<file path="src/bootPkg.sv">
package bootPkg;

    // One processor or RAM data word
    typedef logic [31:0] word_t;

    // Pixel view of a bus address, coordinates in the upper half
    typedef struct packed {
        logic [7:0]  pixY;
        logic [7:0]  pixX;
        logic [15:0] offset;
    } pixelAddr_t;

    // Same address word, decoded either as a plain address or as a pixel
    typedef union packed {
        word_t      raw;
        pixelAddr_t pixel;
    } busAddr_t;

    typedef enum logic [2:0] {
        idle,
        readCount,
        copyWords,
        finish,
        running
    } loaderState_t;

    // Zero low half selects the frame buffer
    function automatic logic isPixelAddr(busAddr_t a);
        return a.pixel.offset == 16'h0000;
    endfunction

    // Zero high half with nonzero low half selects a RAM word
    function automatic logic isRamAddr(busAddr_t a);
        return (a.raw[31:16] == 16'h0000) && !isPixelAddr(a);
    endfunction

endpackage

</file>
<file path="src/bootLoader.sv">
`timescale 1ns/1ps

module bootLoader import bootPkg::*; #(
    parameter int RamAddrBits = 10
) (
    input  logic                   clk_25mhz,
    input  logic                   reset,
    output logic                   readReq,
    output word_t                  readAddr,
    input  word_t                  readData,
    input  logic                   readDone,
    input  logic                   busy,
    output logic                   loadWrite,
    output logic [RamAddrBits-1:0] loadAddr,
    output word_t                  loadData,
    output logic                   bootDone,
    output loaderState_t           state
);

    // Image word count N from storage word 0
    word_t wordCount;
    // Storage word k lands in RAM word k-1
    word_t ramIndex;

    assign ramIndex = readAddr - 32'd1;

    always_ff @(posedge clk_25mhz) begin
        if (reset) begin
            state     <= idle;
            readReq   <= 1'b0;
            readAddr  <= '0;
            loadWrite <= 1'b0;
            bootDone  <= 1'b0;
            wordCount <= '0;
        end else begin
            readReq   <= 1'b0;
            loadWrite <= 1'b0;
            case (state)
                idle: begin
                    // Fetch the count word first
                    if (!busy) begin
                        readAddr <= '0;
                        readReq  <= 1'b1;
                        state    <= readCount;
                    end
                end
                readCount: begin
                    if (readDone) begin
                        wordCount <= readData;
                        if (readData == '0) begin
                            state <= finish;
                        end else begin
                            readAddr <= 32'd1;
                            readReq  <= 1'b1;
                            state    <= copyWords;
                        end
                    end
                end
                copyWords: begin
                    if (readDone) begin
                        loadWrite <= 1'b1;
                        loadAddr  <= ramIndex[RamAddrBits-1:0];
                        loadData  <= readData;
                        if (readAddr == wordCount) begin
                            state <= finish;
                        end else begin
                            readAddr <= readAddr + 32'd1;
                            readReq  <= 1'b1;
                        end
                    end
                end
                finish: begin
                    // Last RAM write lands this cycle before the bus goes to the CPU
                    bootDone <= 1'b1;
                    state    <= running;
                end
                running: begin
                    state <= running;
                end
                default: begin
                    state <= idle;
                end
            endcase
        end
    end

endmodule

</file>
<file path="config.mk">
export PLATFORM = sky130hd
export DESIGN_NAME = bootLoader
export DESIGN_NICKNAME = d
export VERILOG_FILES = /design/src/bootPkg.sv /design/src/bootLoader.sv
export SDC_FILE = /design/constraint.sdc
export NUM_CORES = 1
export LEC_CHECK = 0
export BUFFER_PORTS_ARGS = -buffer_cell sky130_fd_sc_hd__buf_2
export CORE_UTILIZATION = 54
export CTS_BUF_LIST = sky130_fd_sc_hd__clkbuf_16
export DETAILED_ROUTE_END_ITERATION = 8
export GPL_TIMING_DRIVEN = 1
export PLACE_DENSITY = 0.8
export SLEW_MARGIN = 25
export SYNTH_ARGS = -nofsm -noshare
export SYNTH_HDL_FRONTEND = slang
export SYNTH_SLANG_ARGS = --single-unit
</file>
<file path="constraint.sdc">
create_clock -name clk_25mhz -period 4.3 [get_ports clk_25mhz]
set_input_delay 0.645 -clock clk_25mhz [delete_from_list [all_inputs] [get_ports clk_25mhz]]
set_output_delay 0.645 -clock clk_25mhz [all_outputs]
set_load 0.01 [all_outputs]
</file>
==> results.py <==
metrics = {
    "power_and_ir_drop": {
        "intPower_w": 0.00165,
        "clkPwrFrac": 0.375,
        "power_frac_seq": 0.518,
        "pwr-share-comb": 0.107,
        "powerDensity_mw_per_mm2": 371,
        "vdd_drop_max_v": 0.000246,
        "p_switching_w": 0.000567,
        "swShare": 0.255,
        "p_leak_nw": 2.49,
    },
    "timing": {
        "timing.slew.headroom": 0.335,
        "holdWs_ps": 477,
        "drv_slew": 0,
        "fin_crit_sh": 0.759,
        "fin_tns_setup_ps": 0,
        "tightestPinTransition_ps": 992,
        "setup_viol": 0,
        "finClkSkew_ps": 11.1,
        "final-hold-violation-count": 0,
        "min_period_ps": 3260,
        "setup_slack_ps": 1040,
        "clock.fmax_ghz": 0.307,
        "rsz0062_at_grt": "no",
    },
    "routing": {
        "antenna_left": 0,
        "wire_per_inst_um": 18.1,
        "drc": 0,
        "first_pass_iters": 5,
        "num_vias": 4565,
        "drt_iter0_markers": 294,
        "postRouteWirelength_um": 13500,
        "viasPerCell": 6.11,
    },
    "cts": {
        "cts.sinks": 112,
        "cts_buffers": 9,
        "cts_tree": "done",
        "clk_latency_ps": 340,
        "clockRootBuffer": "clkbuf_16",
        "cts-resized-gates": 0,
        "hold_buffers": 0,
        "htreeDepth": 3,
        "clockBufferDepth": 2,
        "postCtsSetupRepairBufs": 0,
        "clk_pin_slew_ps": 80,
    },
    "yosys": {
        "syn_area_per_cell_um2": 9.44,
        "synth_top_area_cell": "dfxtp_1",
        "yosys-top-cells-count": "nand2_1, dfxtp_1, a21oi_1, edfxtp_1, xor2_1",
        "yosysWarnings": 0,
        "netlist_area_mm2": 0.00506,
        "synth_cell_types": 53,
        "synthCells": 536,
        "mappedNetlistNets": 574,
        "yosys-top-cells-area": "dfxtp_1, edfxtp_1, nand2_1",
        "ys_async_sr_fraction": 0,
        "synth.most_common_cell": "nand2_1",
        "ys_ff_latch": 112,
        "netlist.area_leader.share": 0.277,
        "ys.flop_type": "dfxtp_1",
        "synth.yosys.seq_area_share": 0.526,
        "synth_edf_count": 42,
    },
    "global_route": {
        "grt_pass1_wl_um": 21800,
        "grt.total_usage": 0.287,
        "grt_pass1_vias": 4339,
        "grtUsageMet2": 0.465,
        "grt_max_degree": 46,
        "grt_busiest_layer": "met2",
        "grt_use_met3": 0.0468,
        "grt.met1_usage": 0.382,
        "antenna_found_initial": 0,
        "overflow": 0,
    },
    "placement": {
        "dp_worst_setup_slack_ps": 924,
        "gp_congestion": 0.888,
        "hpwlAfterDp_um": 9650,
        "port-buffer-count": 115,
        "dp_cells": 731,
    },
    "cells_and_area": {
        "stdcell_count": 747,
        "area_delta_synth_final_pct": 18.1,
        "antennaDiodeCount": 0,
        "seqCellArea_mm2": 0.00266,
        "multiInputGateArea_mm2": 0.00221,
        "drive_gt1_frac": 0.227,
        "fin_nets": 672,
        "fill_cells": 703,
    },
    "floorplan": {
        "die_x_um": 98.8,
        "coreArea_mm2": 0.00889,
        "boundaryPins": 116,
        "num_rows": 34,
        "initial_core_util": 0.569,
        "die_h_um": 98.8,
        "die-area_mm2": 0.00976,
    },
    "worst_setup_path": {
        "worstPathArrival_ps": 3520,
        "crit_start": "readAddr[2]",
        "crit_path_end_kind": "register",
        "crit_fanout": 18,
        "crit_type": "reg -> reg",
        "crit_required_ps": 4560,
        "critPathLaunchType": "register",
        "r2r-start": "readAddr[2]",
    },
    "run_status": {
        "status": "finished clean",
    },
    "hold_path": {
        "holdCritStartpoint": "wordCount[24]",
        "hp-class": "reg -> reg",
    },
    "flow_run": {
        "drv_cap": 0,
    },
}
==> worst max-delay path, cell delays in order, from the launching register on <==
cell and delay, ps:
dfxtp_1 620, xor2_1 150, nor4_1 430, nand4_1 490, nor3_2 950, buf_4 270
o21ai_0 100, a21oi_1 160
==> layout by cell type, fill, tap and decap left out, types with 2 or more instances in the layout <==
master / instances
buf_2: 115
nand2_1: 93
dfxtp_1: 70
a21oi_1: 51
edfxtp_1: 42
xor2_1: 36
nor2_1: 19
nand4_1: 17
nor4_1: 17
nand3_1: 14
or4_1: 14
inv_1: 13
or3_1: 12
and3_1: 12
o21ai_0: 12
o211ai_1: 11
clkbuf_16: 9
o31ai_1: 8
and2_1: 7
buf_4: 7
nor3_1: 6
nand2b_1: 4
o21ai_1: 4
xnor2_1: 3
or2_2: 3
and4_1: 2
o311ai_0: 2
a32oi_1: 2
a31oi_1: 2
o21a_1: 2
ha_1: 2
clkinv_1: 2
==> registers in the layout, indices dropped and copies added, names as in the netlist <==
signal,count
loadData,32
readAddr,32
wordCount,32
loadAddr,10
state,3
bootDone,1
loadWrite,1
readReq,1
==> area by class of cell <==
cell class / count / share of cell area
tap: 108 / 0.0226
timing repair buffer: 122 / 0.105
clock inverter: 7 / 0.0117
clock buffer: 9 / 0.0377
multi-input combinational: 377 / 0.370
sequential: 112 / 0.446
inverter: 12 / 0.00754
==> per-layer routing <==
| layer | wire length (um) | part of all wire | vias to the layer above |
|---|---|---|---|
| li1 | - | - | 2133 |
| met1 | 5620 | 0.42 | 2177 |
| met2 | 6470 | 0.48 | 222 |
| met3 | 1030 | 0.076 | 33 |
| met4 | 369 | 0.027 | 0 |
| met5 | 0 | 0 | - |
==> through the flow <==
| step | area (um2) | total power [W] | utilization |
|---|---|---|---|
| 3_3_place_gp | 5670 | 0.00140 | 0.638 |
| 2_1_floorplan | 5060 | 0.00132 | - |
| 4_1_cts | 5970 | 0.00222 | 0.672 |
| 5_1_grt | 5970 | 0.00229 | 0.672 |
| 3_5_place_dp | 5680 | 0.00140 | 0.639 |
| 6_report | 5970 | 0.00222 | 0.672 |
==> cell families (layout without fill, tap and decap cells) <==
family / Yosys count / after routing / synth area share
and+or+nand+nor: 230 / 230 / 0.233
xor gates and xnor gates: 39 / 39 / 0.0675
DFF: 112 / 112 / 0.526
muxes: 1 / 1 / 0.00198
adders and majority gates: 2 / 2 / 0.00495
AOI/OAI and AO/OA: 105 / 105 / 0.128
buffers and inverters: 47 / 150 / 0.0383
==> final timing paths <==
| kind | slack [ps] | cells past startpoint | endpoint |
|---|---|---|---|
| worst min register to register | 480 | 2 | wordCount[24] |
| worst max-delay path | 1040 | 7 | readAddr[26] |
| worst min-delay path | 480 | 2 | wordCount[24] |
| worst max register to register | 1040 | 7 | readAddr[26] |
==> power groups by stage <==
| stage | sequential [W] | combinational, W | clock [W] |
|---|---|---|---|
| finish | 0.00115 | 0.000237 | 0.000833 |
| global placement | 0.00117 | 0.000224 | 0 |
| detailed placement | 0.00117 | 0.000230 | 0 |
| global route | 0.00115 | 0.000259 | 0.000880 |
| CTS | 0.00115 | 0.000232 | 0.000843 |
| floorplan | 0.00117 | 0.000150 | 0 |
Power figures use the tool's default switching activity.
