--- src/bootPkg.sv ---
package bootPkg;

    // One processor or RAM data word
    typedef logic [31:0] word_t;

    // Pixel view of a bus address, coordinates in the upper half
    typedef struct packed {
        logic [7:0]  pixY;
        logic [7:0]  pixX;
        logic [15:0] offset;
    } pixelAddr_t;

    // Same address word, decoded either as a plain address or as a pixel
    typedef union packed {
        word_t      raw;
        pixelAddr_t pixel;
    } busAddr_t;

    typedef enum logic [2:0] {
        idle,
        readCount,
        copyWords,
        finish,
        running
    } loaderState_t;

    // Zero low half selects the frame buffer
    function automatic logic isPixelAddr(busAddr_t a);
        return a.pixel.offset == 16'h0000;
    endfunction

    // Zero high half with nonzero low half selects a RAM word
    function automatic logic isRamAddr(busAddr_t a);
        return (a.raw[31:16] == 16'h0000) && !isPixelAddr(a);
    endfunction

endpackage

--- src/spiWordReader.sv ---
`timescale 1ns/1ps

module spiWordReader import bootPkg::*; (
    input  logic  clk_25mhz,
    input  logic  reset,
    input  logic  readReq,
    input  word_t readAddr,
    output word_t readData,
    output logic  readDone,
    output logic  busy,
    output logic  spiCs,
    output logic  spiClk,
    output logic  spiMosi,
    input  logic  spiMiso
);

    localparam logic [7:0] ReadCmd = 8'h03;

    // 64 bits per transaction: command, address, then data
    logic [5:0]  bitCount;
    logic [31:0] outShift;
    logic        startRead;

    assign startRead = readReq && !busy;
    assign spiMosi   = outShift[31];

    // Control path, one bit every two clock cycles
    always_ff @(posedge clk_25mhz) begin
        if (reset) begin
            busy     <= 1'b0;
            spiCs    <= 1'b1;
            spiClk   <= 1'b0;
            readDone <= 1'b0;
            bitCount <= '0;
        end else begin
            readDone <= 1'b0;
            if (!busy) begin
                if (readReq) begin
                    busy     <= 1'b1;
                    spiCs    <= 1'b0;
                    bitCount <= '0;
                end
            end else if (!spiClk) begin
                spiClk <= 1'b1;
            end else begin
                spiClk   <= 1'b0;
                bitCount <= bitCount + 6'd1;
                // Last bit done, release the device
                if (bitCount == 6'd63) begin
                    busy     <= 1'b0;
                    spiCs    <= 1'b1;
                    readDone <= 1'b1;
                end
            end
        end
    end

    // Shift registers
    always_ff @(posedge clk_25mhz) begin
        if (startRead) begin
            outShift <= {ReadCmd, readAddr[23:0]};
        end else if (busy && spiClk) begin
            // Advance MOSI on the falling edge
            outShift <= {outShift[30:0], 1'b0};
        end

        // Sample MISO on the rising edge, data phase only
        if (busy && !spiClk && bitCount[5]) begin
            readData <= {readData[30:0], spiMiso};
        end
    end

endmodule

--- config.mk ---
export PLATFORM = sky130hd
export DESIGN_NAME = spiWordReader
export DESIGN_NICKNAME = d
export VERILOG_FILES = /design/src/bootPkg.sv /design/src/spiWordReader.sv
export SDC_FILE = /design/constraint.sdc
export NUM_CORES = 1
export LEC_CHECK = 0
export BUFFER_PORTS_ARGS = -buffer_cell sky130_fd_sc_hd__buf_2
export CAP_MARGIN = 20
export CELL_PAD_IN_SITES_DETAIL_PLACEMENT = 0
export CELL_PAD_IN_SITES_GLOBAL_PLACEMENT = 1
export CORE_MARGIN = 1.5
export CORE_UTILIZATION = 35
export CTS_BUF_LIST = sky130_fd_sc_hd__clkbuf_4
export DETAILED_ROUTE_END_ITERATION = 6
export HOLD_SLACK_MARGIN = 0.06
export PLACE_DENSITY = 0.75
export SLEW_MARGIN = 20
export SYNTH_ARGS = -nofsm -noshare
export SYNTH_HDL_FRONTEND = slang
export SYNTH_SLANG_ARGS = --single-unit
--- constraint.sdc ---
create_clock -name clk_25mhz -period 3.95 [get_ports clk_25mhz]
set_clock_uncertainty 0.1 [all_clocks]
set_input_delay 0.79 -clock clk_25mhz [delete_from_list [all_inputs] [get_ports clk_25mhz]]
set_output_delay 0.79 -clock clk_25mhz [all_outputs]
set_load 0.02 [all_outputs]
==> key figures, run 1 <==
Synthesis
  • Ys Warns: 0
  • Post-synth top flop: edfxtp_1
  • Syn Inst Count: 150
  • Syn Area/Cell: 17.8 sq um
  • Synth unique cells: 31
  • Post-synth EDFFs: 56
  • Post-synth ARST share: 0
  • Synth area leader: edfxtp_1
  • Synth top area share: 0.631
  • Mapped Area: 2660 sq um
  • Most common cell in the synthesized netlist: edfxtp_1
  • Top cells by area, synth: edfxtp_1 (63%), dfxtp_1 (14%), mux2_2 (9.7%), a22o_1 (2.0%), buf_6 (1.3%)
  • Synth top cells by count: edfxtp_1 (56), mux2_2 (23), dfxtp_1 (18)
  • Syn Nets: 187
  • #FFs+latches synth: 74
  • Sequential-to-total area share from yosys stat: 0.767

Power and ir drop
  • Pwr dens: 429 nW/um^2
  • Worst VDD drop: 199 uV
  • Final total power: 1.37 mW
  • LEAKAGE: 1.19 nW

Finish
  • Layout cell share with drive strength beyond 1: 0.485
  • Final Cell Area: 3200 sq um
  • Antenna diodes: 0
  • Fill cells: 727
  • Final nets: 259
  • FF/Latch Area: 2040 sq um
  • Final core utilization: 0.439
  • Area of the multi-input gates: 559 sq um
  • Area Growth Syn to Fin: 20.2%

Drt
  • 1st-pass router iterations: 4
  • Avg WL per Cell: 13.5 microns
  • Vias per cell: 4.57
  • Iteration-0 DRC Markers: 73
  • Drt drc: 0
  • Via count: 1,489
  • Post-DRT Antenna Nets: 0
  • Post-Route WL: 4.39 mm

Worst setup path
  • Worst path required time: 3.06 ns
  • Kind of cell adding the most delay to the critical path: flip-flops
  • Crit path max-delay cell type: dfxtp_1
  • CP Class: flip-flop to output pin
  • CP Buf/Inv Count: 1
  • Reg-to-reg critical path startpoint: busy
  • R2r setup slk: 2.19 ns
  • Worst R2R End: outShift[12]
  • Setup crit end kind: output pin
  • Max stage delay on crit path: 0.51 ns
  • Worst-path cell chain: buf_2
  • CP arrival: 1.15 ns
  • Startpoint Class: flip-flop
  • Crit-path max FO: 8
  • Worst R2R Path Depth: 4

Global routing
  • Grt ovf: 0
  • First-pass GRT wire length: 6.89 mm
  • Largest net degree at the start of global routing: 33
  • Number of global-route vias before repair: 1,407
  • Initial antenna violation count: 0
  • Total GRT Usage: 0.111

CTS
  • TritonCTS Sinks: 74
  • Post_cts resized: 0
  • Clock Pin Slew Worst Setup and Hold Paths: 0.12 ns
  • TritonCTS buffer count: 9
  • CTS tree: built
  • Hold buffer count at cts: 0
  • H-tree depth: 3
  • Clock Latency Late Sink: 0.40 ns
  • Clock buffer depth: 2
  • Root Driver: clkbuf_4
  • Post-CTS setup buffers: 0

STA
  • Final Max Slew Viols: 0
  • Max Clk Rate: 491 MHz
  • Setup Viol. Count Final: 0
  • RSZ-0062 raised after global routing: false
  • Hold Violations, Final: 0
  • Post-route worst setup slack: 1.91 ns
  • Setup_tns: 0 ns
  • Worst-Margin Slew: 0.446 ns
  • Period Utilization, post-route: 0.516
  • Slew margin rel.: 0.703
  • Tmin final: 2.04 ns

Outcome
  • Run status: complete, no violations

Place
  • GP Congestion: 0.696
  • DP Wirelength: 2.91 mm
  • # port buffers: 64
  • Placed Area: 3080 sq um
  • DP Worst Slack: 1.81 ns

Floorplanning
  • Io pins: 73
  • Die Area: 8140 sq um
  • Site row count: 31
  • Core Region: 7290 sq um
  • Chip Height: 90.2 microns
  • Die X: 90.2 microns
  • Starting Density: 0.365

Hold path
  • Hold EP: readData[28]
  • HP Class: flip-flop to flip-flop
  • Min-delay src: readData[27]
  • Hold Crit Depth: 0

Job
  • Total of max-cap violations: 0
==> layout by cell type, fill, tap and decap left out, drive strengths merged, types with 3 or more instances in the layout <==
cell type	instances
inv	3
a22o	6
nand3	5
buf	68
mux2	23
clkbuf	10
dfxtp	18
nand2	4
nor2	5
clkinv	3
edfxtp	56
==> flip-flops by register name, summed over array words and instances, names as in the netlist <==
name / count
outShift: 32
spiCs: 1
spiClk: 1
readData: 32
readDone: 1
busy: 1
bitCount: 6
==> how the worst max path moves through the flow <==
| stage | start | endpoint | slack (ns) | depth (start not counted) |
|---|---|---|---|---|
| after CTS | busy | busy | 1.86 | 1 |
| after floorplan | busy | readData[0] | 2.02 | 2 |
| final | busy | busy | 1.91 | 1 |
| after global placement | readReq | outShift[23] | 1.83 | 5 |
| after global routing | busy | busy | 1.81 | 1 |
| after detailed placement | readReq | outShift[15] | 1.81 | 5 |
==> per-layer routing <==
layer,vias to the layer above,track usage,share of wire
li1,721,-,-
met1,716,0.147,0.46
met2,44,0.157,0.47
met3,8,0.0482,0.064
met4,0,0.0516,0.015
met5,-,0,0
==> report_power, final <==
group | switching (mW) | internal, mW
clock | 0.265 | 0.137
combinational | 0.0416 | 0.0459
sequential | 0.0125 | 0.871
==> cell type report <==
class / count / area share
Timing Repair Buffer: 68 / 0.109
Sequential cell: 74 / 0.638
Multi-Input combinational cell: 67 / 0.175
Clock buffer: 10 / 0.0235
Tap cell: 99 / 0.0387
Inverter: 2 / 0.00235
Clock inverter: 6 / 0.0133
==> cells by family (layout without fill, tap and decap cells) <==
logic type / after synthesis / in the layout / synth area share
buf+inv: 9 / 86 / 0.0235
mux: 25 / 25 / 0.105
compound gates: 16 / 16 / 0.0489
fa+ha+maj: 1 / 1 / 0.00470
simple gates: 24 / 24 / 0.0484
flops: 74 / 74 / 0.767
xor+xnor: 1 / 1 / 0.00329
==> per-stage QoR <==
| step | hold WS (ns) | std cells |
|---|---|---|
| after floorplan | 0.337 | 150 |
| after detailed placement | 0.329 | 310 |
| after global routing | 0.357 | 326 |
| final | 0.355 | 326 |
| after CTS | 0.359 | 326 |
| after global placement | 0.328 | 310 |
Note: power is estimated with default switching activity, not from simulation.
==> inputs of run 2 (changes only) <==
ABC_AREA = 1   (was not set)
PLACE_DENSITY = 0.77   (was 0.75)
clock period = 2.04 ns   (was 3.95 ns; I/O delays follow)
==> key figures, run 2 <==
Outcome
  • Run status: complete, no violations

Worst setup path
  • Worst-path cell chain: nand2_4 > inv_4 > nor2_4 > inv_2 > buf_12
  • CP Class: flip-flop to flip-flop
  • Crit path max-delay cell type: dfxtp_1
  • CP Buf/Inv Count: 3 (+2)
  • Startpoint Class: flip-flop
  • Worst R2R End: outShift[18]
  • Crit-path max FO: 14 (+6)
  • Max stage delay on crit path: 0.48 ns (-0.03 ns)
  • Setup crit end kind: flip-flop
  • Kind of cell adding the most delay to the critical path: buffers and inverters
  • Worst R2R Path Depth: 5 (+1)
  • Worst path required time: 2.07 ns (-0.99 ns)
  • R2r setup slk: 0.38 ns (-1.81 ns)
  • Reg-to-reg critical path startpoint: spiClk
  • CP arrival: 1.68 ns (+0.53 ns)

Synthesis
  • Synth area leader: edfxtp_1
  • XOR/XNOR Fraction of Synth Area: 0 (-0.00329)
  • #FFs+latches synth: 74 (unchanged)
  • Syn Area/Cell: 12.3 sq um (-31%)
  • Synth unique cells: 20 (-35%)
  • Synth top area share: 0.627 (-0.00383)
  • Syn Nets: 255 (+36%)
  • Post-synth top flop: edfxtp_1
  • Area share of and/or/nand/nor cells after synthesis: 0.160 (+0.111)
  • Syn Inst Count: 218 (+45%)
  • Largest family of logic cells by synthesized area: simple AND/OR/NAND/NOR gates
  • Post-synthesis mux area share: 0 (-0.105)
  • Synth top cells by count: nand2_1 (84), edfxtp_1 (56), dfxtp_1 (18)
  • Most common cell in the synthesized netlist: nand2_1
  • Post-synth EDFFs: 56 (unchanged)
  • Mapped Area: 2680 sq um (+0.61%)
  • Post-synthesis adder-cell area fraction: 0.00467 (-0.0000285)
  • Ys Warns: 0 (unchanged)
  • Synth Area in Compound Gates: 0.0383 (-0.0106)
  • Top cells by area, synth: edfxtp_1 (63%), dfxtp_1 (13%), nand2_1 (12%), inv_1 (1.8%), nor2_1 (1.5%)
  • Post-synth ARST share: 0 (unchanged)
  • Sequential-to-total area share from yosys stat: 0.762 (-0.00465)

CTS
  • TritonCTS Sinks: 74 (unchanged)
  • Hold buffer count at cts: 1 (+1)
  • Clock buffer depth: 2 (unchanged)
  • Clock Latency Late Sink: 0.41 ns (about the same)
  • Root Driver: clkbuf_4
  • Clock Pin Slew Worst Setup and Hold Paths: 0.11 ns (about the same)
  • H-tree depth: 3 (unchanged)
  • TritonCTS buffer count: 9 (unchanged)
  • CTS tree: built
  • Post-CTS setup buffers: 0 (unchanged)
  • Post_cts resized: 0 (unchanged)

Floorplanning
  • Die Area: 8190 sq um (+0.59%)
  • Io pins: 73 (unchanged)
  • Site row count: 31 (unchanged)
  • Chip Height: 90.5 microns (+0.29%)
  • Starting Density: 0.366 (about the same)
  • Core Region: 7330 sq um (+0.53%)
  • Die X: 90.5 microns (+0.29%)

STA
  • Post-route worst setup slack: 0.385 ns (-1.53 ns)
  • Setup_tns: 0 ns (unchanged)
  • Final Max Slew Viols: 0 (unchanged)
  • Hold Violations, Final: 0 (unchanged)
  • Tmin final: 1.66 ns
  • Setup Viol. Count Final: 0 (unchanged)
  • Slew margin rel.: 0.726 (+0.0235)
  • Max Clk Rate: 604 MHz
  • Worst-Margin Slew: 0.411 ns (-0.0352 ns)
  • RSZ-0062 raised after global routing: false
  • Period Utilization, post-route: 0.811

Global routing
  • Met1 usage: 0.162 (+0.0154)
  • Met3 Use GR: 0.0261 (-0.0221)
  • Initial antenna violation count: 0 (unchanged)
  • Number of global-route vias before repair: 1,649 (+17%)
  • First-pass GRT wire length: 7.69 mm (+12%)
  • Total GRT Usage: 0.123 (+0.0120)
  • Grt ovf: 0 (unchanged)
  • Met2 Resource Use GR: 0.182 (+0.0251)
  • Grt peak-use layer: met2
  • Largest net degree at the start of global routing: 33 (unchanged)

Finish
  • Most frequent cells in the layout: nand2_1 (84), buf_2 (64), edfxtp_1 (56), dfxtp_1 (17), inv_1 (13)
  • Antenna diodes: 0 (unchanged)
  • Final Cell Area: 3300 sq um (+3.2%)
  • Largest regs: outShift: 32 flops, readData: 32 flops, bitCount: 6 flops
  • Final nets: 332 (+28%)
  • Area Growth Syn to Fin: 23.3%
  • Fin cells: 399 (+22%)
  • Commonest non-fill, non-tap cell in the layout: nand2_1
  • Layout cell share with drive strength beyond 1: 0.310 (-0.175)

Power and ir drop
  • LEAKAGE: 1.39 nW (+17%)
  • Final total power: 2.79 mW (+100%)
  • Worst VDD drop: 327 uV (+65%)
  • Pwr dens: 845 nW/um^2 (+97%)

Drt
  • Via count: 1,739 (+17%)
  • Vias per cell: 4.36 (-4.6%)
  • Drt drc: 0 (unchanged)
  • Avg WL per Cell: 11.9 microns (-12%)
  • Iteration-0 DRC Markers: 52 (-29%)
  • Post-Route WL: 4.75 mm (+8.2%)
  • Post-DRT Antenna Nets: 0 (unchanged)
  • 1st-pass router iterations: 4 (unchanged)

Hold path
  • HP Class: input pin to flip-flop
  • Hold EP: bitCount[1]
  • Hold Crit Depth: 2 (+2)
  • Min-delay src: reset

Job
  • Total of max-cap violations: 0 (unchanged)

Place
  • DP Worst Slack: 0.381 ns (-1.43 ns)
  • GP Congestion: 0.687 (-1.4%)
  • Placed Area: 3150 sq um (+2.3%)
  • DP Cell Count: 382 (+23%)
  • # port buffers: 64 (unchanged)
  • DP Wirelength: 3.16 mm (+8.8%)
run 2: worst reg2reg max path: cells and delay by family (launching register included):
family	cells	cell delay [ns]
buffers and inverters	3	0.59
DFF	1	0.48
and+or+nand+nor	2	0.22
run 2: through the flow:
step           utilization  hold WS, ns
2_1_floorplan            -        0.334
3_3_place_gp         0.430        0.326
3_5_place_dp         0.430        0.330
4_1_cts              0.451       0.0784
5_1_grt              0.451       0.0854
6_report             0.451        0.105
run 2: kinds of logic (layout without fill, tap and decap cells):
kind of cell | Yosys count | count (layout)
compound gates | 18 | 18
fa+ha+maj | 1 | 1
buf+inv | 20 | 102
flops | 74 | 74
simple gates | 105 | 105
run 2: cell type report:
cell class | instances | area, sq um
fill | 700 | 4030
sequential | 74 | 2040
multi-input combinational | 124 | 554
timing repair buffer | 70 | 380
tap | 99 | 124
clock buffer | 10 | 75.1
clock inverter | 6 | 65.1
inverter | 16 | 62.6
run 2: per-layer routing:
layer,share of wire,wire (microns),up-vias
li1,-,-,892
met1,0.48,2270,800
met2,0.46,2170,36
met3,0.036,170,11
met4,0.029,136,0
met5,0,0,-
run 2: where the power goes:
group          internal (mW)  switching [mW]  total, mW
clock                  0.393           0.518      0.910
sequential              1.68          0.0221       1.70
combinational         0.0705           0.108      0.178
run 2: worst max-delay path by stage:
stage | start | to | depth (start not counted)
detailed placement | readReq | outShift[3] | 7
CTS | spiClk | outShift[22] | 5
global placement | spiClk | outShift[18] | 5
global route | spiClk | outShift[22] | 5
finish | spiClk | outShift[18] | 5
floorplan | busy | readData[0] | 1
