## src/bootPkg.sv

```systemverilog
package bootPkg;

    // One processor or RAM data word
    typedef logic [31:0] word_t;

    // Pixel view of a bus address, coordinates in the upper half
    typedef struct packed {
        logic [7:0]  pixY;
        logic [7:0]  pixX;
        logic [15:0] offset;
    } pixelAddr_t;

    // Same address word, decoded either as a plain address or as a pixel
    typedef union packed {
        word_t      raw;
        pixelAddr_t pixel;
    } busAddr_t;

    typedef enum logic [2:0] {
        idle,
        readCount,
        copyWords,
        finish,
        running
    } loaderState_t;

    // Zero low half selects the frame buffer
    function automatic logic isPixelAddr(busAddr_t a);
        return a.pixel.offset == 16'h0000;
    endfunction

    // Zero high half with nonzero low half selects a RAM word
    function automatic logic isRamAddr(busAddr_t a);
        return (a.raw[31:16] == 16'h0000) && !isPixelAddr(a);
    endfunction

endpackage

```

## src/videoPkg.sv

```systemverilog
package videoPkg;

    // 8-bit color value as stored in the frame buffer
    typedef logic [7:0] pixel_t;

    // Pixel coordinate on either axis
    typedef logic [7:0] coord_t;

endpackage

```

## src/memBus.sv

```systemverilog
`timescale 1ns/1ps

interface memBus import bootPkg::*; #(
    parameter int RamAddrBits = 10
) ();

    logic [RamAddrBits-1:0] addr;
    word_t                  wdata;
    logic                   write;
    // Valid one cycle after addr
    word_t                  rdata;

    modport ramSide (
        input  addr,
        input  wdata,
        input  write,
        output rdata
    );

    modport hostSide (
        output addr,
        output wdata,
        output write,
        input  rdata
    );

endinterface

```

## src/busRouter.sv

```systemverilog
`timescale 1ns/1ps

module busRouter import bootPkg::*, videoPkg::*; #(
    parameter int RamAddrBits = 10,
    parameter int FbCoordBits = 6
) (
    input  logic                   clk_25mhz,
    input  logic                   reset,
    input  logic                   cpuValid,
    input  logic                   cpuWrite,
    input  word_t                  cpuAddr,
    input  word_t                  cpuWdata,
    output logic                   cpuReady,
    output word_t                  cpuRdata,
    output logic                   cpuRdataValid,
    input  logic                   loadWrite,
    input  logic [RamAddrBits-1:0] loadAddr,
    input  word_t                  loadData,
    input  logic                   bootDone,
    memBus.hostSide                ram,
    output logic                   pixWrite,
    output coord_t                 pixX,
    output coord_t                 pixY,
    output pixel_t                 pixColor
);

    busAddr_t addr;
    logic     accept;
    logic     pixelSel;
    logic     ramSel;
    logic     pixInRange;
    logic     readUnmapped;

    assign addr.raw = cpuAddr;

    // No back-pressure once the loader is done
    assign cpuReady = bootDone;
    assign accept   = cpuValid && cpuReady;

    assign pixelSel   = isPixelAddr(addr);
    assign ramSel     = isRamAddr(addr);
    assign pixInRange = ((addr.pixel.pixX >> FbCoordBits) == '0) &&
                        ((addr.pixel.pixY >> FbCoordBits) == '0);

    // Loader owns the RAM until boot completes
    assign ram.addr  = bootDone ? addr.raw[RamAddrBits-1:0] : loadAddr;
    assign ram.wdata = bootDone ? cpuWdata : loadData;
    assign ram.write = bootDone ? (accept && cpuWrite && ramSel) : loadWrite;

    assign pixWrite = accept && cpuWrite && pixelSel && pixInRange;
    assign pixX     = addr.pixel.pixX;
    assign pixY     = addr.pixel.pixY;
    assign pixColor = cpuWdata[7:0];

    always_ff @(posedge clk_25mhz) begin
        if (reset) begin
            cpuRdataValid <= 1'b0;
        end else begin
            cpuRdataValid <= accept && !cpuWrite;
        end
    end

    // Remember which reads must return zero
    always_ff @(posedge clk_25mhz) begin
        readUnmapped <= !pixelSel && !ramSel;
    end

    assign cpuRdata = readUnmapped ? '0 : ram.rdata;

endmodule

```

## src/flat_wrapper.sv

```systemverilog
// flat-port wrapper written by rule: the top's interface ports become plain ports
module busRouter_flat import bootPkg::*, videoPkg::*;
#(
    parameter int RamAddrBits = 10,
    parameter int FbCoordBits = 6
)
  (clk_25mhz, reset, cpuValid, cpuWrite, cpuAddr, cpuWdata, cpuReady, cpuRdata, cpuRdataValid, loadWrite, loadAddr, loadData, bootDone, pixWrite, pixX, pixY, pixColor, ram_addr, ram_wdata, ram_write, ram_rdata);
  memBus #(.RamAddrBits(RamAddrBits)) ram_i ();
  input  logic clk_25mhz;
  input  logic reset;
  input  logic cpuValid;
  input  logic cpuWrite;
  input  word_t cpuAddr;
  input  word_t cpuWdata;
  output logic cpuReady;
  output word_t cpuRdata;
  output logic cpuRdataValid;
  input  logic loadWrite;
  input  logic [RamAddrBits-1:0] loadAddr;
  input  word_t loadData;
  input  logic bootDone;
  output logic pixWrite;
  output coord_t pixX;
  output coord_t pixY;
  output pixel_t pixColor;
  output wire logic [$bits(ram_i.addr)-1:0] ram_addr;
  output wire logic [$bits(ram_i.wdata)-1:0] ram_wdata;
  output wire logic [$bits(ram_i.write)-1:0] ram_write;
  input wire logic [$bits(ram_i.rdata)-1:0] ram_rdata;
  assign ram_addr = ram_i.addr;
  assign ram_wdata = ram_i.wdata;
  assign ram_write = ram_i.write;
  assign ram_i.rdata = ram_rdata;
  busRouter #(.RamAddrBits(RamAddrBits), .FbCoordBits(FbCoordBits)) u_core (.clk_25mhz(clk_25mhz), .reset(reset), .cpuValid(cpuValid), .cpuWrite(cpuWrite), .cpuAddr(cpuAddr), .cpuWdata(cpuWdata), .cpuReady(cpuReady), .cpuRdata(cpuRdata), .cpuRdataValid(cpuRdataValid), .loadWrite(loadWrite), .loadAddr(loadAddr), .loadData(loadData), .bootDone(bootDone), .ram(ram_i), .pixWrite(pixWrite), .pixX(pixX), .pixY(pixY), .pixColor(pixColor));
endmodule
```

## config.mk

```make
export PLATFORM = sky130hd
export DESIGN_NAME = busRouter_flat
export DESIGN_NICKNAME = d
export VERILOG_FILES = /design/src/bootPkg.sv /design/src/videoPkg.sv /design/src/memBus.sv /design/src/busRouter.sv /design/src/flat_wrapper.sv
export SDC_FILE = /design/constraint.sdc
export NUM_CORES = 1
export LEC_CHECK = 0
export BUFFER_PORTS_ARGS = -buffer_cell sky130_fd_sc_hd__buf_2
export CAP_MARGIN = 25
export CORE_AREA = 2 2 95 97
export DETAILED_ROUTE_END_ITERATION = 10
export DIE_AREA = 0 0 97 99
export HOLD_SLACK_MARGIN = 0.12
export SETUP_SLACK_MARGIN = 0.1
export SYNTH_ARGS = -nofsm -noshare
export SYNTH_HDL_FRONTEND = slang
export SYNTH_SLANG_ARGS = --single-unit
```

## constraint.sdc

```tcl
create_clock -name clk_25mhz -period 1.25 [get_ports clk_25mhz]
set_input_delay 0 -clock clk_25mhz [delete_from_list [all_inputs] [get_ports clk_25mhz]]
set_output_delay 0 -clock clk_25mhz [all_outputs]
set_load 0.01 [all_outputs]
```

==> results of run 1 <==
[metal layers]
layer | share of wire | up-vias | GRT usage
met3 | 0.11 | 2 | 0.0270
met4 | 0.0062 | 0 | 0.0119
met2 | 0.52 | 144 | 0.202
met1 | 0.36 | 776 | 0.114
li1 | - | 867 | -
met5 | 0 | - | 0
[layout make-up]
type | instances | area share
repair buffers | 252 | 0.552
multi-input cells | 91 | 0.356
well taps | 108 | 0.0566
clock buffers | 3 | 0.0173
flip-flops and latches | 2 | 0.0168
inverters | 1 | 0.00157
[power by group]
group          internal [mW]  switching, mW  total [mW]
logic                  0.389          0.280       0.669
registers             0.0653       0.000198      0.0655
clock network          0.203         0.0456       0.249
total                  0.657          0.326       0.983
[sequential cells by signal, indices dropped and copies added, names as in the netlist]
signal,flops
u_core.readUnmapped,1
u_core.cpuRdataValid,1
[worst min path at each step]
stage	startpoint	endpoint	slack [ns]	cells past startpoint
CTS	cpuAddr[28]	u_core.readUnmapped$_DFF_P_	0.16	4
finish	cpuAddr[28]	u_core.readUnmapped$_DFF_P_	0.16	4
floorplan	reset	u_core.cpuRdataValid$_SDFF_PP0_	0.08	1
global route	cpuAddr[28]	u_core.readUnmapped$_DFF_P_	0.18	4
global placement	reset	u_core.cpuRdataValid$_SDFF_PP0_	0.17	2
detailed placement	reset	u_core.cpuRdataValid$_SDFF_PP0_	0.17	2
[synth_stat cells]
master and instances:
o32ai_2 1, nor4_1 4, nand4b_4 1, nand4_1 1, dfxtp_1 2, and4_1 1, nor2b_1 32, mux2_2 42
nand3_1 1, buf_2 5, inv_1 1, nand2_1 1, or4_4 1, nor4_4 2, nor3_1 2, clkbuf_1 3
buf_4 25, nor4_2 1, and2_1 1
[through the flow]
stage	setup WS [ns]	cell area (µm²)
2_1_floorplan	0.234	1110
3_3_place_gp	0.0314	2300
3_5_place_dp	0.00513	2300
4_1_cts	0.0651	2380
5_1_grt	0.0361	2390
6_report	0.0690	2390
[worst max-delay path, cell delays in order]
cell and delay [ns]:
buf_6 0.09, or4_4 0.53, nand4b_4 0.19, o32ai_2 0.21, buf_2 0.17
[repair_timing]
action | CTS | global route
setup buffers | 0 | 0
gates resized for setup | 1 | 1
hold buffers | 3 | 0
pin swaps | 2 | 0
endpoints found under the hold margin | 1 | 0
endpoints found under the setup margin | 1 | 2
[logic make-up after synthesis]
family / synth area share
compound gates: 0.0146
mux: 0.425
buf+inv: 0.205
flops: 0.0360
simple gates: 0.319
[placed cells by master (no fill, tap or decap), drive strengths merged]
cell type	synthesis	layout
and2	1	1
and4	1	1
buf	30	249
clkbuf	3	3
dfxtp	2	2
dlygate4sd3	0	3
inv	1	1
mux2	42	42
nand2	1	1
nand3	1	1
nand4	1	1
nand4b	1	1
nor2b	32	32
nor3	2	2
nor4	7	7
o32ai	1	1
or4	1	1
==> results_dict.tcl, run 1 <==
set metrics [dict create \
    drive_above_1_share 0.862 \
    drc 0 \
    dieArea_um2 9600 \
    total_power_uw 983 \
    final_nets 495 \
    tns_ns 0 \
    finalHoldViolCount 0 \
    leakagePower_nw 1.38 \
    drv_cap 0 \
    drtAntennaViolNets 0 \
    cts_buffers 3 \
    seq_area_frac_synth 0.0360 \
    required_ns 1.25 \
    cts_tree "done" \
    num_io_pins 246 \
    min_period_ns 1.18 \
    grt.overflow.total 0 \
    syn_nets 271 \
    wl_mm 5.50 \
    final_cells 457 \
    max-slew-margin-rel 0.714 \
    status "finished, final reports clean" \
    critical_path_arrival_ns 1.18 \
    cp-startpoint "cpuAddr[30]" \
    die_w_um 97 \
    rows 34 \
    synthTopCellsByArea "mux2_2 (43%), nor2b_1 (18%), buf_4 (17%)" \
    fill_cells 973 \
    syn-cell-area_um2 1110 \
    multiInputGateArea_um2 851 \
    holdWs_ns 0.163 \
    initialDrtViolationCount 11 \
    synth_warnings 0 \
    gr-usage-all-layers 0.103 \
    cellPowerDensity_nw_per_um2 412 \
    antennaDiodeCount 0 \
    crit_fanout 2 \
    hp-class "in -> reg" \
    worstMarginPinSlew_ns 0.426 \
    dpl.hpwl_mm 5.02 \
    fmax_mhz 847 \
    post-route-util 0.279 \
    area_growth_pct 115 \
    vdd_ir_drop_max_v 0.000243 \
    avgViaCountPerCell 3.91 \
    synth_top_area_share 0.425 \
    core_um2 8550 \
    register_area_um2 40.0 \
    start_kind "input port" \
    htreeDepth 1 \
    routed-via-count 1789 \
    synthDistinctLibCells 19 \
    die_h_um 99 \
    setup_viol 0 \
    drt-wirelength-per-cell_um 12.0 \
    end_kind "output port" \
    synth-seq-cells 2 \
    clk_pin_slew_ns 0.03 \
    worstSetupPathType "in -> out" \
    dr.pass1.iters 3 \
    start_util 0.130 \
    avgSynthCellArea_um2 8.76 \
    fin_crit_sh 0.945 \
    synthCells 127 \
    antenna_found_initial 0 \
    clk_path_buf_depth 2 \
    yosysTopAreaCell "mux2_2" \
    gp_congestion 0.755 \
    drv_slew 0 \
    endpoint "ram_write" \
    grt_pass1_wl_mm 8.17 \
    rsz0062_at_grt "true" \
    clock_sinks 2 \
    grt_pass1_vias 1752 \
    dp.cells 451 \
    port_buffers 245 \
    grt_max_degree 47 \
    cts-root-buf "clkbuf_8" \
]
Power figures use the tool's default switching activity.
==> inputs of run 2 (changes only) <==
- CTS_BUF_LIST: default -> sky130_fd_sc_hd__clkbuf_2
==> results_dict.tcl, run 2 (synthesis results as in run 1) <==
set metrics [dict create \
    worstMarginPinSlew_ns 0.431 \
    setup_viol 0 \
    post-route-util 0.276 \
    fin_crit_sh 0.940 \
    drive_above_1_share 0.862 \
    vdd_ir_drop_max_v 0.000177 \
    final_nets 495 \
    cts_tree "done" \
    max-slew-margin-rel 0.710 \
    status "finished, final reports clean" \
    drv_cap 0 \
    rows 34 \
    rsz0062_at_grt "true" \
    htreeDepth 1 \
    switchingPower_uw 316 \
    antennaDiodeCount 0 \
    routed-via-count 1798 \
    min_period_ns 1.18 \
    postCtsSetupRepairBufs 0 \
    hp-class "in -> reg" \
    drt-wirelength-per-cell_um 12.0 \
    gr-usage-all-layers 0.102 \
    cts_buffers 3 \
    clock_sinks 2 \
    cts-root-buf "clkbuf_2" \
    p_clk_frac 0.120 \
    leakagePower_nw 1.37 \
    worstSetupPathType "in -> out" \
    die_h_um 99 \
    grt.overflow.total 0 \
    required_ns 1.25 \
    start_kind "input port" \
    core_um2 8550 \
    end_kind "output port" \
    grt_pass1_vias 1758 \
    dieArea_um2 9600 \
    antenna_found_initial 0 \
    fmax_mhz 851 \
    critical_path_arrival_ns 1.18 \
    start_util 0.130 \
    finalHoldViolCount 0 \
    intPower_uw 518 \
    initialDrtViolationCount 14 \
    p_comb_frac 0.802 \
    final_cells 457 \
    layout_common_cells "buf_2 (244), mux2_2 (42), nor2b_1 (32)" \
    area_growth_pct 112 \
    grt_max_degree 47 \
    dr.pass1.iters 4 \
    avgViaCountPerCell 3.93 \
    cellPowerDensity_nw_per_um2 353 \
    clk_pin_slew_ns 0.03 \
    crit_fanout 2 \
    dpl.hpwl_mm 5.02 \
    drtAntennaViolNets 0 \
    layout_commonest_cell "buf_2" \
    fill_cells 972 \
    gp_congestion 0.755 \
    wl_mm 5.47 \
    grt_pass1_wl_mm 8.15 \
    seqPwrFrac 0.079 \
    port_buffers 245 \
    drc 0 \
    dp.cells 451 \
    num_io_pins 246 \
    drv_slew 0 \
    die_w_um 97 \
    reg_top3 "u_core.cpuRdataValid: 1 flops, u_core.readUnmapped: 1 flops" \
    tns_ns 0 \
    p_sw_frac 0.379 \
    clk_path_buf_depth 2 \
]
[run 2: cell counts in the layout (fill, tap and decap cells not counted)]
No cell type changed its count.
[run 2: power by group through the flow]
stage	registers [mW]	logic (mW)	clock network [mW]
4_1_cts	0.0655	0.678	0.105
2_1_floorplan	0.0667	0.321	0
3_3_place_gp	0.0662	0.659	0
6_report	0.0655	0.668	0.0998
3_5_place_dp	0.0662	0.666	0
5_1_grt	0.0654	0.726	0.115
[run 2: area by class of cell]
cell class | count | area, µm² | share of cell area
Tap cell | 108 | 135 | 0.0572
Sequential cell | 2 | 40.0 | 0.0169
Multi-Input combinational cell | 91 | 851 | 0.360
Inverter | 1 | 3.75 | 0.00159
Timing Repair Buffer | 252 | 1320 | 0.558
Clock buffer | 3 | 15.0 | 0.00636
[run 2: layer usage]
metal / share of wire / wire length [µm] / global-route usage / up-vias
met5: 0 / 0 / 0 / -
met3: 0.11 / 629 / 0.0248 / 4
met4: 0.0046 / 25 / 0.00975 / 0
met1: 0.36 / 1970 / 0.113 / 778
met2: 0.52 / 2840 / 0.203 / 150
li1: - / - / - / 866
[run 2: critical path, cell delays in order]
cell and delay (ns):
buf_6 0.09, or4_4 0.53, nand4b_4 0.19, o32ai_2 0.20
buf_2 0.17
[run 2: stage by stage]
stage	setup WS (ns)	power [mW]	area (µm²)	hold slack, ns
after floorplan	0.234	0.388	1110	0.0762
after global placement	0.0314	0.725	2300	0.169
after detailed placement	0.00513	0.732	2300	0.168
after CTS	0.0651	0.849	2360	0.165
after global routing	0.0361	0.906	2360	0.178
final	0.0747	0.833	2360	0.175
[run 2: timing repair]
item,4_1_cts,5_1_grt
pin swaps,2,0
hold endpoints to repair,1,0
hold buffers,3,0
endpoints found under the setup margin,1,2
gates resized for setup,1,1
[run 2: final timing paths]
kind,startpoint,endpoint,slack (ns),cells past startpoint
setup / recovery,cpuAddr[30],ram_write,0.07,5
hold / removal,cpuAddr[28],u_core.readUnmapped$_DFF_P_,0.18,4
==> inputs of run 3 (changes only) <==
- clock period: 1.25 -> 1.3 ns (I/O delays scaled with it)
==> results_dict.tcl, run 3 (synthesis results as in run 1) <==
set metrics [dict create \
    status "finished, final reports clean" \
    clock_sinks 2 \
    detailed_place.area_um2 2290 \
    rows 34 \
    switchingPower_uw 303 \
    gr-usage-all-layers 0.104 \
    fmax_mhz 844 \
    post-route-util 0.275 \
    drtAntennaViolNets 0 \
    cts-root-buf "clkbuf_2" \
    drc 0 \
    start_util 0.130 \
    cts_buffers 3 \
    drv_cap 0 \
    postCtsSetupRepairBufs 0 \
    cts_tree "done" \
    min_period_ns 1.18 \
    vdd_ir_drop_max_v 0.000218 \
    drive_above_1_share 0.862 \
    area_growth_pct 111 \
    min-delay-start "cpuAddr[10]" \
    holdPathEnd "u_core.readUnmapped$_DFF_P_" \
    total_power_uw 801 \
    dp_slack_ns 0.0379 \
    drv_slew 0 \
    cellPowerDensity_nw_per_um2 341 \
    fin_area_um2 2350 \
    num_io_pins 246 \
    antenna_found_initial 0 \
    clk_path_buf_depth 2 \
    wl_mm 5.55 \
    layout_setup_ws_ns 0.115 \
    core_um2 8550 \
    antennaDiodeCount 0 \
    crit_fanout 2 \
    grt.overflow.total 0 \
    hp-class "in -> reg" \
    max-slew-margin-rel 0.718 \
    start_kind "input port" \
    min_path_cells 4 \
    leakagePower_nw 1.36 \
    worstMarginPinSlew_ns 0.420 \
    die_w_um 97 \
    p_sw_frac 0.378 \
    p_comb_frac 0.803 \
    grt_pass1_wl_mm 8.36 \
    fill_cells 944 \
    setup_viol 0 \
    fin_crit_sh 0.911 \
    grt_max_degree 47 \
    end_kind "output port" \
    routed-via-count 1794 \
    reg_top3 "u_core.cpuRdataValid: 1 flops, u_core.readUnmapped: 1 flops" \
    intPower_uw 498 \
    dr.pass1.iters 4 \
    layout_commonest_cell "buf_2" \
    dpl.hpwl_mm 5.03 \
    grt_pass1_vias 1807 \
    rsz0062_at_grt "true" \
    seqPwrFrac 0.079 \
    initialDrtViolationCount 10 \
    port_buffers 245 \
    final_nets 495 \
    layout_common_cells "buf_2 (244), mux2_2 (42), nor2b_1 (32)" \
    drt-wirelength-per-cell_um 12.1 \
    tns_ns 0 \
    htreeDepth 1 \
    critical_path_arrival_ns 1.18 \
    avgViaCountPerCell 3.93 \
    gp_congestion 0.757 \
    die_h_um 99 \
    dieArea_um2 9600 \
    clk_pin_slew_ns 0.03 \
    finalHoldViolCount 0 \
    required_ns 1.30 \
    p_clk_frac 0.118 \
    worstSetupPathType "in -> out" \
]
run 3: worst max path at each step:
stage                 to  slack, ns  cells past startpoint         from
2_1_floorplan  ram_write       0.28                      3  cpuAddr[23]
3_3_place_gp   ram_write       0.08                      5  cpuAddr[23]
3_5_place_dp   ram_write       0.04                      5  cpuAddr[23]
4_1_cts        ram_write        0.1                      5  cpuAddr[30]
5_1_grt        ram_write       0.08                      5  cpuAddr[30]
6_report       ram_write       0.12                      5  cpuAddr[30]
run 3: metal layers:
metal / part of all wire / wire, µm / GRT usage
met5: 0 / 0 / 0
met4: 0.0023 / 13 / 0.00542
met3: 0.11 / 623 / 0.0284
met2: 0.52 / 2880 / 0.209
met1: 0.37 / 2030 / 0.113
run 3: worst max-delay path, cell delays in order:
cell and delay, ns:
buf_6 0.09, or4_4 0.53, nand4b_4 0.19, o32ai_2 0.20
buf_2 0.17
run 3: timing repair:
action                                  CTS  global route
hold endpoints to repair                  1             0
pin swaps                                 2             0
resized for setup                         1             1
endpoints found under the setup margin    1             2
hold buffers                              3             0
run 3: power by group through the flow:
stage	logic [mW]	registers [mW]	clock network [mW]
5_1_grt	0.699	0.0629	0.107
3_3_place_gp	0.634	0.0637	0
3_5_place_dp	0.640	0.0637	0
6_report	0.643	0.0630	0.0948
4_1_cts	0.653	0.0630	0.100
2_1_floorplan	0.309	0.0641	0
run 3: cell type report:
type                    instances  area (µm²)  area share
repair buffers                252        1310       0.555
multi-input cells              91         851       0.362
well taps                     108         135      0.0575
flip-flops and latches          2        40.0      0.0170
clock buffers                   3        15.0     0.00639
inverters                       1        3.75     0.00160
run 3: stage by stage:
| stage | cells | hold slack [ns] |
|---|---|---|
| 2_1_floorplan | 127 | 0.0762 |
| 3_3_place_gp | 451 | 0.169 |
| 3_5_place_dp | 451 | 0.176 |
| 4_1_cts | 457 | 0.175 |
| 5_1_grt | 457 | 0.198 |
| 6_report | 457 | 0.183 |
